**src/logic/caster_pkg.sv**
```systemverilog
package caster_pkg;

    ////////////////////////////////////////
    // Drive codes and pixel state
    ////////////////////////////////////////

    // Per-pixel source driver code
    typedef enum logic [1:0] {
        DRIVE_NONE  = 2'b00,
        DRIVE_BLACK = 2'b01,
        DRIVE_WHITE = 2'b10
    } drive_t;

    // Mode field of the framebuffer state word
    typedef enum logic [1:0] {
        MODE_NORMAL_LUT = 2'b00,
        MODE_FAST_MONO  = 2'b01,
        MODE_FAST_GREY  = 2'b10,
        MODE_RESERVED   = 2'b11
    } pixel_mode_t;

    // 16-bit state word, prev[0] is the shown colour (1 white)
    typedef struct packed {
        pixel_mode_t mode;
        logic [3:0]  reserved;
        logic [5:0]  frame_cnt;
        logic [3:0]  prev;
    } pixel_state_t;

    // Fast mono transition lengths
    parameter logic [5:0] FASTM_B2W_FRAMES    = 6'd10;
    parameter logic [5:0] FASTM_W2B_FRAMES    = 6'd10;
    parameter logic [5:0] FASTM_REVERSE_BONUS = 6'd2;

    ////////////////////////////////////////
    // Scan and pipeline
    ////////////////////////////////////////

    parameter int VS_DELAY       = 8;
    parameter int PIPELINE_DELAY = 2;
    parameter int PIXELS_PER_CLK = 4;

    // Region flags from the scan counters
    typedef struct packed {
        logic vfp;
        logic vsync;
        logic vbp;
        logic vact;
        logic hfp;
        logic hsync;
        logic hbp;
        logic hact;
        logic act;
        logic proc_act;
        logic waiting;
    } scan_region_t;

    // Operation state seen by the pixel path
    typedef struct packed {
        logic   init;
        drive_t init_drive;
    } op_mode_t;

endpackage

```
**src/logic/caster.sv**
```systemverilog
`timescale 1ns/100ps

module caster import caster_pkg::*; #(
    parameter int H_FP              = 10,
    parameter int H_SYNC            = 10,
    parameter int H_BP              = 120,
    parameter int H_ACT             = 400,
    parameter int V_FP              = 45,
    parameter int V_SYNC            = 1,
    parameter int V_BP              = 2,
    parameter int V_ACT             = 1200,
    parameter int INIT_PHASES       = 8,
    parameter int INIT_PHASE_FRAMES = 42
) (
    input  logic        clk,
    input  logic        rst,
    input  logic        sys_ready,
    // Luminance input, four Y4 pixels per clock
    input  logic        vin_vsync,
    input  logic [15:0] vin_pixel,
    input  logic        vin_valid,
    output logic        vin_ready,
    // Framebuffer state read
    output logic        b_trigger,
    input  logic [63:0] bi_pixel,
    input  logic        bi_valid,
    output logic        bi_ready,
    // Framebuffer state write-back
    output logic [63:0] bo_pixel,
    output logic        bo_valid,
    // Panel lines
    output logic        epd_gdoe,
    output logic        epd_gdclk,
    output logic        epd_gdsp,
    output logic        epd_sdclk,
    output logic        epd_sdle,
    output logic        epd_sdoe,
    output logic [7:0]  epd_sd,
    output logic        epd_sdce0
);

    scan_region_t region;
    op_mode_t     op;
    logic         frame_end;

    // Both sources are fetched in the same window
    assign vin_ready = region.proc_act;
    assign bi_ready  = region.proc_act;

    scan_timing #(
        .H_FP   (H_FP),
        .H_SYNC (H_SYNC),
        .H_BP   (H_BP),
        .H_ACT  (H_ACT),
        .V_FP   (V_FP),
        .V_SYNC (V_SYNC),
        .V_BP   (V_BP),
        .V_ACT  (V_ACT)
    ) i_scan (
        .clk       (clk),
        .rst       (rst),
        .sys_ready (sys_ready),
        .vin_vsync (vin_vsync),
        .region    (region),
        .frame_end (frame_end)
    );

    op_sequencer #(
        .INIT_PHASES       (INIT_PHASES),
        .INIT_PHASE_FRAMES (INIT_PHASE_FRAMES)
    ) i_op (
        .clk       (clk),
        .rst       (rst),
        .frame_end (frame_end),
        .op        (op)
    );

    pixel_waveform i_pix (
        .clk       (clk),
        .rst       (rst),
        .region    (region),
        .op        (op),
        .vin_pixel (vin_pixel),
        .vin_valid (vin_valid),
        .bi_pixel  (bi_pixel),
        .bi_valid  (bi_valid),
        .bo_pixel  (bo_pixel),
        .sd        (epd_sd)
    );

    epd_signal_gen i_sig (
        .clk      (clk),
        .rst      (rst),
        .region   (region),
        .gdoe     (epd_gdoe),
        .gdclk    (epd_gdclk),
        .gdsp     (epd_gdsp),
        .sdclk    (epd_sdclk),
        .sdle     (epd_sdle),
        .sdoe     (epd_sdoe),
        .sdce0    (epd_sdce0),
        .trigger  (b_trigger),
        .bo_valid (bo_valid)
    );

endmodule

```
**src/logic/epd_signal_gen.sv**
```systemverilog
`timescale 1ns/100ps

module epd_signal_gen import caster_pkg::*; (
    input  logic         clk,
    input  logic         rst,
    input  scan_region_t region,
    output logic         gdoe,
    output logic         gdclk,
    output logic         gdsp,
    output logic         sdclk,
    output logic         sdle,
    output logic         sdoe,
    output logic         sdce0,
    output logic         trigger,
    output logic         bo_valid
);

    logic v_out_en;
    logic gdclk_pre;
    logic sdclk_en;

    ////////////////////////////////////////
    // Gate driver
    ////////////////////////////////////////

    // Output enables held off through the front porch
    assign v_out_en = region.vsync || region.vbp || region.vact;
    assign gdoe     = v_out_en;

    // Start pulse, active low
    assign gdsp = !region.vsync;

    // Gate clock trails the line decode by one cycle
    assign gdclk_pre = region.hsync || region.hbp || region.hact;

    always_ff @(posedge clk) begin
        if (rst) begin
            gdclk <= 1'b0;
        end else begin
            gdclk <= gdclk_pre;
        end
    end

    ////////////////////////////////////////
    // Source driver
    ////////////////////////////////////////

    assign sdoe = v_out_en;

    // Latch enable in horizontal sync
    assign sdle = region.hsync;

    // Chip enable, active low, over the data columns
    assign sdce0 = !region.act;

    // Shift clock off in the back porch
    assign sdclk_en = region.hfp || region.hsync || region.hact;
    assign sdclk    = sdclk_en ? ~clk : 1'b0;

    ////////////////////////////////////////
    // Framebuffer side
    ////////////////////////////////////////

    assign trigger  = region.waiting;
    assign bo_valid = region.act;

endmodule

```
**src/logic/op_sequencer.sv**
```systemverilog
`timescale 1ns/100ps

module op_sequencer import caster_pkg::*; #(
    parameter int INIT_PHASES       = 8,
    parameter int INIT_PHASE_FRAMES = 42
) (
    input  logic     clk,
    input  logic     rst,
    input  logic     frame_end,
    output op_mode_t op
);

    localparam int PW = $clog2(INIT_PHASES + 1);
    localparam int FW = $clog2(INIT_PHASE_FRAMES + 1);
    localparam logic [PW-1:0] LAST_PHASE = PW'(INIT_PHASES - 1);
    localparam logic [FW-1:0] LAST_FRAME = FW'(INIT_PHASE_FRAMES - 1);

    logic          init;
    logic [PW-1:0] phase_cnt;
    logic [FW-1:0] frame_cnt;

    ////////////////////////////////////////
    // Init frame counting
    ////////////////////////////////////////

    always_ff @(posedge clk) begin
        if (rst) begin
            init      <= 1'b1;
            phase_cnt <= '0;
            frame_cnt <= '0;
        end else if (init && frame_end) begin
            if (frame_cnt == LAST_FRAME) begin
                frame_cnt <= '0;
                if (phase_cnt == LAST_PHASE) begin
                    // Last init frame done, normal from here on
                    init      <= 1'b0;
                    phase_cnt <= '0;
                end else begin
                    phase_cnt <= phase_cnt + PW'(1);
                end
            end else begin
                frame_cnt <= frame_cnt + FW'(1);
            end
        end
    end

    // Even phases black, odd phases white, rest frame at the end
    always_comb begin
        op.init = init;
        if (frame_cnt == LAST_FRAME) begin
            op.init_drive = DRIVE_NONE;
        end else if (phase_cnt[0]) begin
            op.init_drive = DRIVE_WHITE;
        end else begin
            op.init_drive = DRIVE_BLACK;
        end
    end

endmodule

```
**src/logic/pixel_waveform.sv**
```systemverilog
`timescale 1ns/100ps

module pixel_waveform import caster_pkg::*; (
    input  logic                          clk,
    input  logic                          rst,
    input  scan_region_t                  region,
    input  op_mode_t                      op,
    input  logic [4*PIXELS_PER_CLK-1:0]   vin_pixel,
    input  logic                          vin_valid,
    input  logic [16*PIXELS_PER_CLK-1:0]  bi_pixel,
    input  logic                          bi_valid,
    output logic [16*PIXELS_PER_CLK-1:0]  bo_pixel,
    output logic [2*PIXELS_PER_CLK-1:0]   sd
);

    logic                         accept;
    logic [2*PIXELS_PER_CLK-1:0]  sd_comb;
    logic [16*PIXELS_PER_CLK-1:0] bo_comb;

    assign accept = region.proc_act && vin_valid && bi_valid;

    ////////////////////////////////////////
    // Per-lane fast mono decision
    ////////////////////////////////////////

    for (genvar i = 0; i < PIXELS_PER_CLK; i++) begin : g_lane
        pixel_state_t st_in;
        pixel_state_t st_out;
        drive_t       drv;
        drive_t       tgt_drive;
        logic         tgt;
        logic         same;
        logic [5:0]   full;

        assign st_in     = pixel_state_t'(bi_pixel[16*i +: 16]);
        // Only the top bit of the nibble matters in mono
        assign tgt       = vin_pixel[4*i+3];
        assign same      = (tgt == st_in.prev[0]);
        assign tgt_drive = tgt ? DRIVE_WHITE : DRIVE_BLACK;
        assign full      = tgt ? FASTM_B2W_FRAMES : FASTM_W2B_FRAMES;

        always_comb begin
            st_out = st_in;
            drv    = DRIVE_NONE;
            if (op.init) begin
                drv          = op.init_drive;
                st_out       = '0;
                st_out.mode  = MODE_FAST_MONO;
                st_out.prev  = 4'd1;
            end else if (st_in.mode == MODE_FAST_MONO) begin
                if (st_in.frame_cnt == 6'd0) begin
                    // Settled pixel, start a transition on change
                    if (!same) begin
                        drv              = tgt_drive;
                        st_out.frame_cnt = full;
                        st_out.prev      = {3'b000, tgt};
                    end
                end else begin
                    drv = tgt_drive;
                    if (same) begin
                        st_out.frame_cnt = st_in.frame_cnt - 6'd1;
                    end else begin
                        // Reversal mid-way, undo what was driven
                        st_out.frame_cnt = full - st_in.frame_cnt + FASTM_REVERSE_BONUS;
                        st_out.prev      = {3'b000, tgt};
                    end
                end
            end else begin
                // LUT, grey and reserved modes are not handled
                st_out = '0;
            end
        end

        assign sd_comb[2*i +: 2]  = drv;
        assign bo_comb[16*i +: 16] = st_out;
    end

    ////////////////////////////////////////
    // Two-stage output pipeline
    ////////////////////////////////////////

    logic                         acc_s1;
    logic                         acc_s2;
    logic [2*PIXELS_PER_CLK-1:0]  sd_s1;
    logic [2*PIXELS_PER_CLK-1:0]  sd_s2;
    logic [16*PIXELS_PER_CLK-1:0] bo_s1;
    logic [16*PIXELS_PER_CLK-1:0] bo_s2;

    always_ff @(posedge clk) begin
        if (rst) begin
            acc_s1 <= 1'b0;
            acc_s2 <= 1'b0;
        end else begin
            acc_s1 <= accept;
            acc_s2 <= acc_s1;
        end
    end

    always_ff @(posedge clk) begin
        sd_s1 <= sd_comb;
        sd_s2 <= sd_s1;
        bo_s1 <= bo_comb;
        bo_s2 <= bo_s1;
    end

    assign sd       = acc_s2 ? sd_s2 : '0;
    assign bo_pixel = bo_s2;

    // No-stall source: data must be there whenever ready is up
    a_src_valid: assert property (
        @(posedge clk) disable iff (rst)
        region.proc_act |-> (vin_valid && bi_valid)
    );

endmodule

```
**src/logic/scan_timing.sv**
```systemverilog
`timescale 1ns/100ps

module scan_timing import caster_pkg::*; #(
    parameter int H_FP   = 10,
    parameter int H_SYNC = 10,
    parameter int H_BP   = 120,
    parameter int H_ACT  = 400,
    parameter int V_FP   = 45,
    parameter int V_SYNC = 1,
    parameter int V_BP   = 2,
    parameter int V_ACT  = 1200
) (
    input  logic         clk,
    input  logic         rst,
    input  logic         sys_ready,
    input  logic         vin_vsync,
    output scan_region_t region,
    output logic         frame_end
);

    // Region boundaries in counter units
    localparam logic [10:0] H_SYNC_START = 11'(H_FP);
    localparam logic [10:0] H_BP_START   = 11'(H_FP + H_SYNC);
    localparam logic [10:0] H_ACT_START  = 11'(H_FP + H_SYNC + H_BP);
    localparam logic [10:0] H_LAST       = 11'(H_FP + H_SYNC + H_BP + H_ACT - 1);
    localparam logic [10:0] V_SYNC_START = 11'(V_FP);
    localparam logic [10:0] V_BP_START   = 11'(V_FP + V_SYNC);
    localparam logic [10:0] V_ACT_START  = 11'(V_FP + V_SYNC + V_BP);
    localparam logic [10:0] V_LAST       = 11'(V_FP + V_SYNC + V_BP + V_ACT - 1);
    localparam logic [10:0] WAIT_LAST    = 11'(VS_DELAY);

    // Fetch window is the active columns moved earlier
    localparam logic [10:0] PROC_START = 11'(H_FP + H_SYNC + H_BP - PIPELINE_DELAY);
    localparam logic [10:0] PROC_END   = 11'(H_FP + H_SYNC + H_BP + H_ACT - PIPELINE_DELAY);

    typedef enum logic [1:0] {
        ST_IDLE,
        ST_WAITING,
        ST_RUNNING
    } scan_state_t;

    scan_state_t state;
    logic [10:0] h_cnt;
    logic [10:0] v_cnt;
    logic        h_last;
    logic        v_last;

    assign h_last = (h_cnt == H_LAST);
    assign v_last = (v_cnt == V_LAST);

    always_ff @(posedge clk) begin
        if (rst) begin
            state <= ST_IDLE;
            h_cnt <= '0;
            v_cnt <= '0;
        end else begin
            case (state)
                ST_IDLE: begin
                    h_cnt <= '0;
                    v_cnt <= '0;
                    if (sys_ready && vin_vsync) begin
                        state <= ST_WAITING;
                    end
                end
                ST_WAITING: begin
                    // h_cnt doubles as the sync delay counter
                    if (h_cnt == WAIT_LAST) begin
                        state <= ST_RUNNING;
                        h_cnt <= '0;
                    end else begin
                        h_cnt <= h_cnt + 11'd1;
                    end
                end
                ST_RUNNING: begin
                    if (h_last) begin
                        h_cnt <= '0;
                        if (v_last) begin
                            state <= ST_IDLE;
                        end else begin
                            v_cnt <= v_cnt + 11'd1;
                        end
                    end else begin
                        h_cnt <= h_cnt + 11'd1;
                    end
                end
                default: begin
                    state <= ST_IDLE;
                end
            endcase
        end
    end

    // Region decode only while a frame runs
    always_comb begin
        region = '0;
        if (state == ST_RUNNING) begin
            region.vfp      = (v_cnt < V_SYNC_START);
            region.vsync    = (v_cnt >= V_SYNC_START) && (v_cnt < V_BP_START);
            region.vbp      = (v_cnt >= V_BP_START) && (v_cnt < V_ACT_START);
            region.vact     = (v_cnt >= V_ACT_START);
            region.hfp      = (h_cnt < H_SYNC_START);
            region.hsync    = (h_cnt >= H_SYNC_START) && (h_cnt < H_BP_START);
            region.hbp      = (h_cnt >= H_BP_START) && (h_cnt < H_ACT_START);
            region.hact     = (h_cnt >= H_ACT_START);
            region.act      = region.vact && region.hact;
            region.proc_act = region.vact && (h_cnt >= PROC_START) && (h_cnt < PROC_END);
        end
        region.waiting = (state == ST_WAITING);
    end

    assign frame_end = (state == ST_RUNNING) && h_last && v_last;

    // Frame ends on the last active pixel and hands back to idle
    a_frame_end_idle: assert property (
        @(posedge clk) disable iff (rst)
        frame_end |-> region.act ##1 (region == '0)
    );

endmodule

```
**config.mk**
```make
export PLATFORM = sky130hd
export DESIGN_NAME = caster
export DESIGN_NICKNAME = d
export VERILOG_FILES = /design/src/logic/caster_pkg.sv /design/src/logic/caster.sv /design/src/logic/epd_signal_gen.sv /design/src/logic/op_sequencer.sv /design/src/logic/pixel_waveform.sv /design/src/logic/scan_timing.sv
export SDC_FILE = /design/constraint.sdc
export NUM_CORES = 1
export LEC_CHECK = 0
export ABC_CLOCK_PERIOD_IN_PS = 2200
export BUFFER_PORTS_ARGS = -buffer_cell sky130_fd_sc_hd__buf_4
export CAP_MARGIN = 20
export CORE_MARGIN = 10
export CORE_UTILIZATION = 53
export CTS_CLUSTER_SIZE = 25
export DETAILED_ROUTE_END_ITERATION = 7
export PLACE_DENSITY = 0.86
export REMOVE_ABC_BUFFERS = 1
export SLEW_MARGIN = 20
export SYNTH_ARGS = -nofsm -noshare
export SYNTH_HDL_FRONTEND = slang
export SYNTH_SLANG_ARGS = --single-unit
```
**constraint.sdc**
```tcl
create_clock -name clk -period 2.2 [get_ports clk]
set_clock_uncertainty 0.1 [all_clocks]
set_input_delay 0.22 -clock clk [delete_from_list [all_inputs] [get_ports clk]]
set_output_delay 0.22 -clock clk [all_outputs]
set_load 0.05 [all_outputs]
```
; After elaboration in Yosys (flattened, before gate mapping)
; Index checks and enable logic that the tools add are counted.
[classes]
addsub = 16
n_lt_le_gt_ge = 13
n_eq_ne = 20
muxes = 62
n_bitwise = 5
n_reduce_logical = 36
[op_table]
columns = op, n
row1 = 10-bit 2-to-1 mux, 8
row2 = 2-bit 2-to-1 mux, 26
row3 = 11-bit 2-to-1 mux, 4
row4 = 11-bit by 6-bit >= comparator with 1-bit output (second input constant), 3
row5 = 11-bit one-hot mux with 3 select lines, 1
row6 = 6-bit 2-to-1 mux, 5
row7 = 6-bit by 2-bit adder with 6-bit output (second input constant), 4
row8 = 6-bit logical NOT, 4
row9 = 4-bit by 6-bit subtractor with 6-bit output (first input constant), 4
row10 = 6-bit by 1-bit subtractor with 6-bit output (second input constant), 4
row11 = 11-bit by 1-bit adder with 11-bit output (second input constant), 2
row12 = 11-bit by 8-bit >= comparator with 1-bit output (second input constant), 2
row13 = 11-bit by 6-bit < comparator with 1-bit output (second input constant), 2
row14 = 11-bit one-hot mux with 2 select lines, 1
row15 = 4-bit 2-to-1 mux, 5
row16 = 5-bit 2-to-1 mux, 4
row17 = 1-bit logical AND, 13
row18 = 11-bit by 10-bit equality test with 1-bit output (second input constant), 1
row19 = 11-bit equality test (second input constant), 1
row20 = 11-bit by 4-bit equality test with 1-bit output (second input constant), 1
row21 = 11-bit by 4-bit >= comparator with 1-bit output (second input constant), 1
row22 = 11-bit by 5-bit >= comparator with 1-bit output (second input constant), 1
row23 = 11-bit by 10-bit < comparator with 1-bit output (second input constant), 1
row24 = 11-bit by 4-bit < comparator with 1-bit output (second input constant), 1
row25 = 25 further kinds, 53
[totals]
regBits = 182
in_bits = 86
output_inout_bits = 83
elab_cells = 169

; Logic depth before layout (Yosys ltp)
[logic_depth]
depth_word = 7
ltp_mapped = 8
mapped_depth_nobuf = 7

; Cells and area by module
; From an unflattened synthesis, not the netlist that was laid out.
[unflattened]
cells_unflattened = 700
hier_area_um2 = 6952.9
[by_module_without_submodules]
columns = mod, instances, cells_per_inst, area_each_um2, seq_area_each_um2
row1 = pixel_waveform, 1, 403, 4578.1, 2922.8
row2 = scan_timing, 1, 216, 1712.9, 480.5
row3 = op_sequencer, 1, 68, 573.0, 220.2
row4 = epd_signal_gen, 1, 12, 81.3, 20.0
row5 = caster, 1, 1, 7.5, 0.0

==> flow_summary.toml <==
[run_status]
status = "finished, violations left"
violations = "setup timing"

[finish]
instances_no_fill = 1126
area_delta_synth_final_pct = 49.2
final_nets = 1058
drive_above_1_share = 0.326

[power_and_ir_drop]
vdd_ir_drop_max_mv = 0.640
finalPower_w = 0.00777
powerDensity_nw_per_um2 = 775
leakage_nw = 4.36

[die]
die_h_um = 133
coreArea_um2 = 12500
num_rows = 41
initial_core_util = 0.537
ios = 169
fp.dieW_um = 133
die_area_um2 = 17600

[job]
maxCapViolations = 0

[cts]
cts_tree = "built"
clkSlewWorstSetupHoldPaths_ps = 80
clkLatencyLatePin_ps = 540

[logic_synthesis]
ys_types = 64
syn-mean-instance-area_um2 = 9.95
synth_common_cells = "dfxtp_1 (182), nand2_1 (51), nor2_1 (51)"
dominantRegCellSynth = "dfxtp_1"
syn_inst = 676
seq_area_frac_synth = 0.542
async_reset_ff_frac = 0
syn_area_um2 = 6730
ys_ff_latch = 182
synth.most_common_cell = "dfxtp_1"
ys_warn_count = 0
synth_top_area_share = 0.542
yosysTopAreaCell = "dfxtp_1"
synth-edff-count = 0
synth_area_leaders = "dfxtp_1 (54%), ha_1 (6.0%), nand2_1 (2.8%)"

[critical_path]
path_max_fanout = 3
slowest_stage = "or4_4"
crit_path_start_kind = "flip-flop"
cp_cell_sequence = "or4_4, nor3_4, nand2_2, nor4b_2, buf_4, buf_6"
path_buf_inv = 2
required_ps = 1880
cp_top_family = "simple AND/OR/NAND/NOR gates"
critPathArrivalTime_ps = 2230
end_kind = "output port"
criticalPathCategory = "reg -> out"
cp_slowest_stage_delay_ps = 560

[global_routing]
grt-ovfl-total = 0
grt_max_degree = 29
grt_pass1_wl_mm = 35.3
grt_antenna_before_repair = 1
first_global_vias = 6442
track_usage = 0.251

[sta]
min_period_ps = 2550
setup_slack_ps = -346
finalSetupTns_ps = -1830
fmax_mhz = 393
rsz0062_at_grt = "yes"
max_slew.worst_pin.slew_ps = 581
maxSlewHeadroom = 0.611
finalSetupViolCount = 8
drv_slew = 0
hold_violations = 0
fin_crit_sh = 1.16

[placement]
io_buffers = 156
place_inst = 997
hpwl_mm = 11.7
routabilityCongestion = 0.876

[drt]
num_vias = 6458
drt-initial-drc-count = 742
wirelength_mm = 24.5
viasPerCell = 5.74
drc = 0
ant_nets = 0
firstDrtPassIters = 5
wl_per_cell_um = 21.8

[min_path]
hold_class = "in -> reg"
worst paths after layout:
check	from	endpoint	slack, ps	cells after the start
worst max-delay path	i_scan.h_cnt[6]	bi_ready	-350	6
worst min-delay path	bi_pixel[48]	i_pix.bo_s1[48]	30	4
worst max register to register	i_scan.h_cnt[6]	i_scan.v_cnt[3]	-40	7
worst min register to register	i_pix.bo_s1[22]	i_pix.bo_pixel[22]	230	0
cell usage in the layout, fill, tap and decap left out, types with 6 or more instances in the layout:
master           n
a31oi_1         12
buf_4          190
or3_1            6
buf_6            7
o21ai_0         27
and3_1          17
inv_1           27
mux2i_1          8
clkbuf_16       20
nand2b_1        15
nor3_1          15
xnor2_1         12
nand3_1         19
nor2_1          48
dlygate4sd3_1   70
nand2_1         49
or2_2            8
and2_1          25
xor2_1           6
a21oi_1         22
dfxtp_1        170
ha_1            25
dfxtp_4          7
what timing repair did:
action / 4_1_cts / 5_1_grt
endpoints found under the setup margin: 10 / 36
pin swaps: 9 / 20
resized for setup: 33 / 54
hold buffers: 71 / 0
endpoints found under the hold margin: 83 / 0
setup buffers: 7 / 16
through the flow:
step,cell area [um^2],util,setup WS (ps),hold slack (ps)
floorplan,6620,-,-2570,189
global placement,8150,0.651,87.5,210
detailed placement,8150,0.651,28.2,212
CTS,9700,0.775,-288,4.91
global route,10000,0.801,-421,48.1
finish,10000,0.801,-346,25.6
area by class of cell:
cell class | instances | area [um^2]
flip-flops and latches | 182 | 3680
multi-input cells | 437 | 3100
fillers | 666 | 2490
repair buffers | 267 | 2210
clock buffers | 21 | 508
well taps | 172 | 215
clock inverters | 15 | 198
inverters | 31 | 121
diodes | 1 | 2.50
power breakdown:
| group | internal [W] | switching (W) | leakage (nW) |
|---|---|---|---|
| Sequential | 0.00331 | 0.0000257 | 1.48 |
| Combinational | 0.000430 | 0.000510 | 2.54 |
| Clock | 0.00189 | 0.00160 | 0.346 |
state kept, by name (all words and copies together) (netlist names), 2 cells and up:
signal / cells
i_op.frame_cnt: 6
i_op.phase_cnt: 4
i_pix.bo_pixel: 64
i_pix.bo_s1: 64
i_pix.sd_s1: 8
i_pix.sd_s2: 8
i_scan.h_cnt: 11
i_scan.state: 2
i_scan.v_cnt: 11
per-layer routing:
metal | GRT usage | part of all wire | wire length (um)
met3 | 0.0628 | 0.074 | 1810
met4 | 0.141 | 0.049 | 1200
met5 | 0 | 0 | 0
met1 | 0.261 | 0.36 | 8940
met2 | 0.451 | 0.51 | 12600
cell families (layout without fill, tap and decap cells):
logic type,after synthesis,count (layout),share of synthesized area
AND/OR/NAND/NOR,257,257,0.209
flip-flops,182,182,0.542
buffers and inverters,60,334,0.0352
adder cells (fa/ha/maj),32,32,0.0595
other,1,5,0.000558
AO/OA/AOI/OAI,115,115,0.114
XOR/XNOR,18,18,0.0234
multiplexers,11,11,0.0169
tightest hold or removal path: stages:
cell	delay (ps)
buf_4	110
ha_1	140
nor2_1	50
o21bai_1	120
No activity file was read; power rests on OpenSTA's default activity.
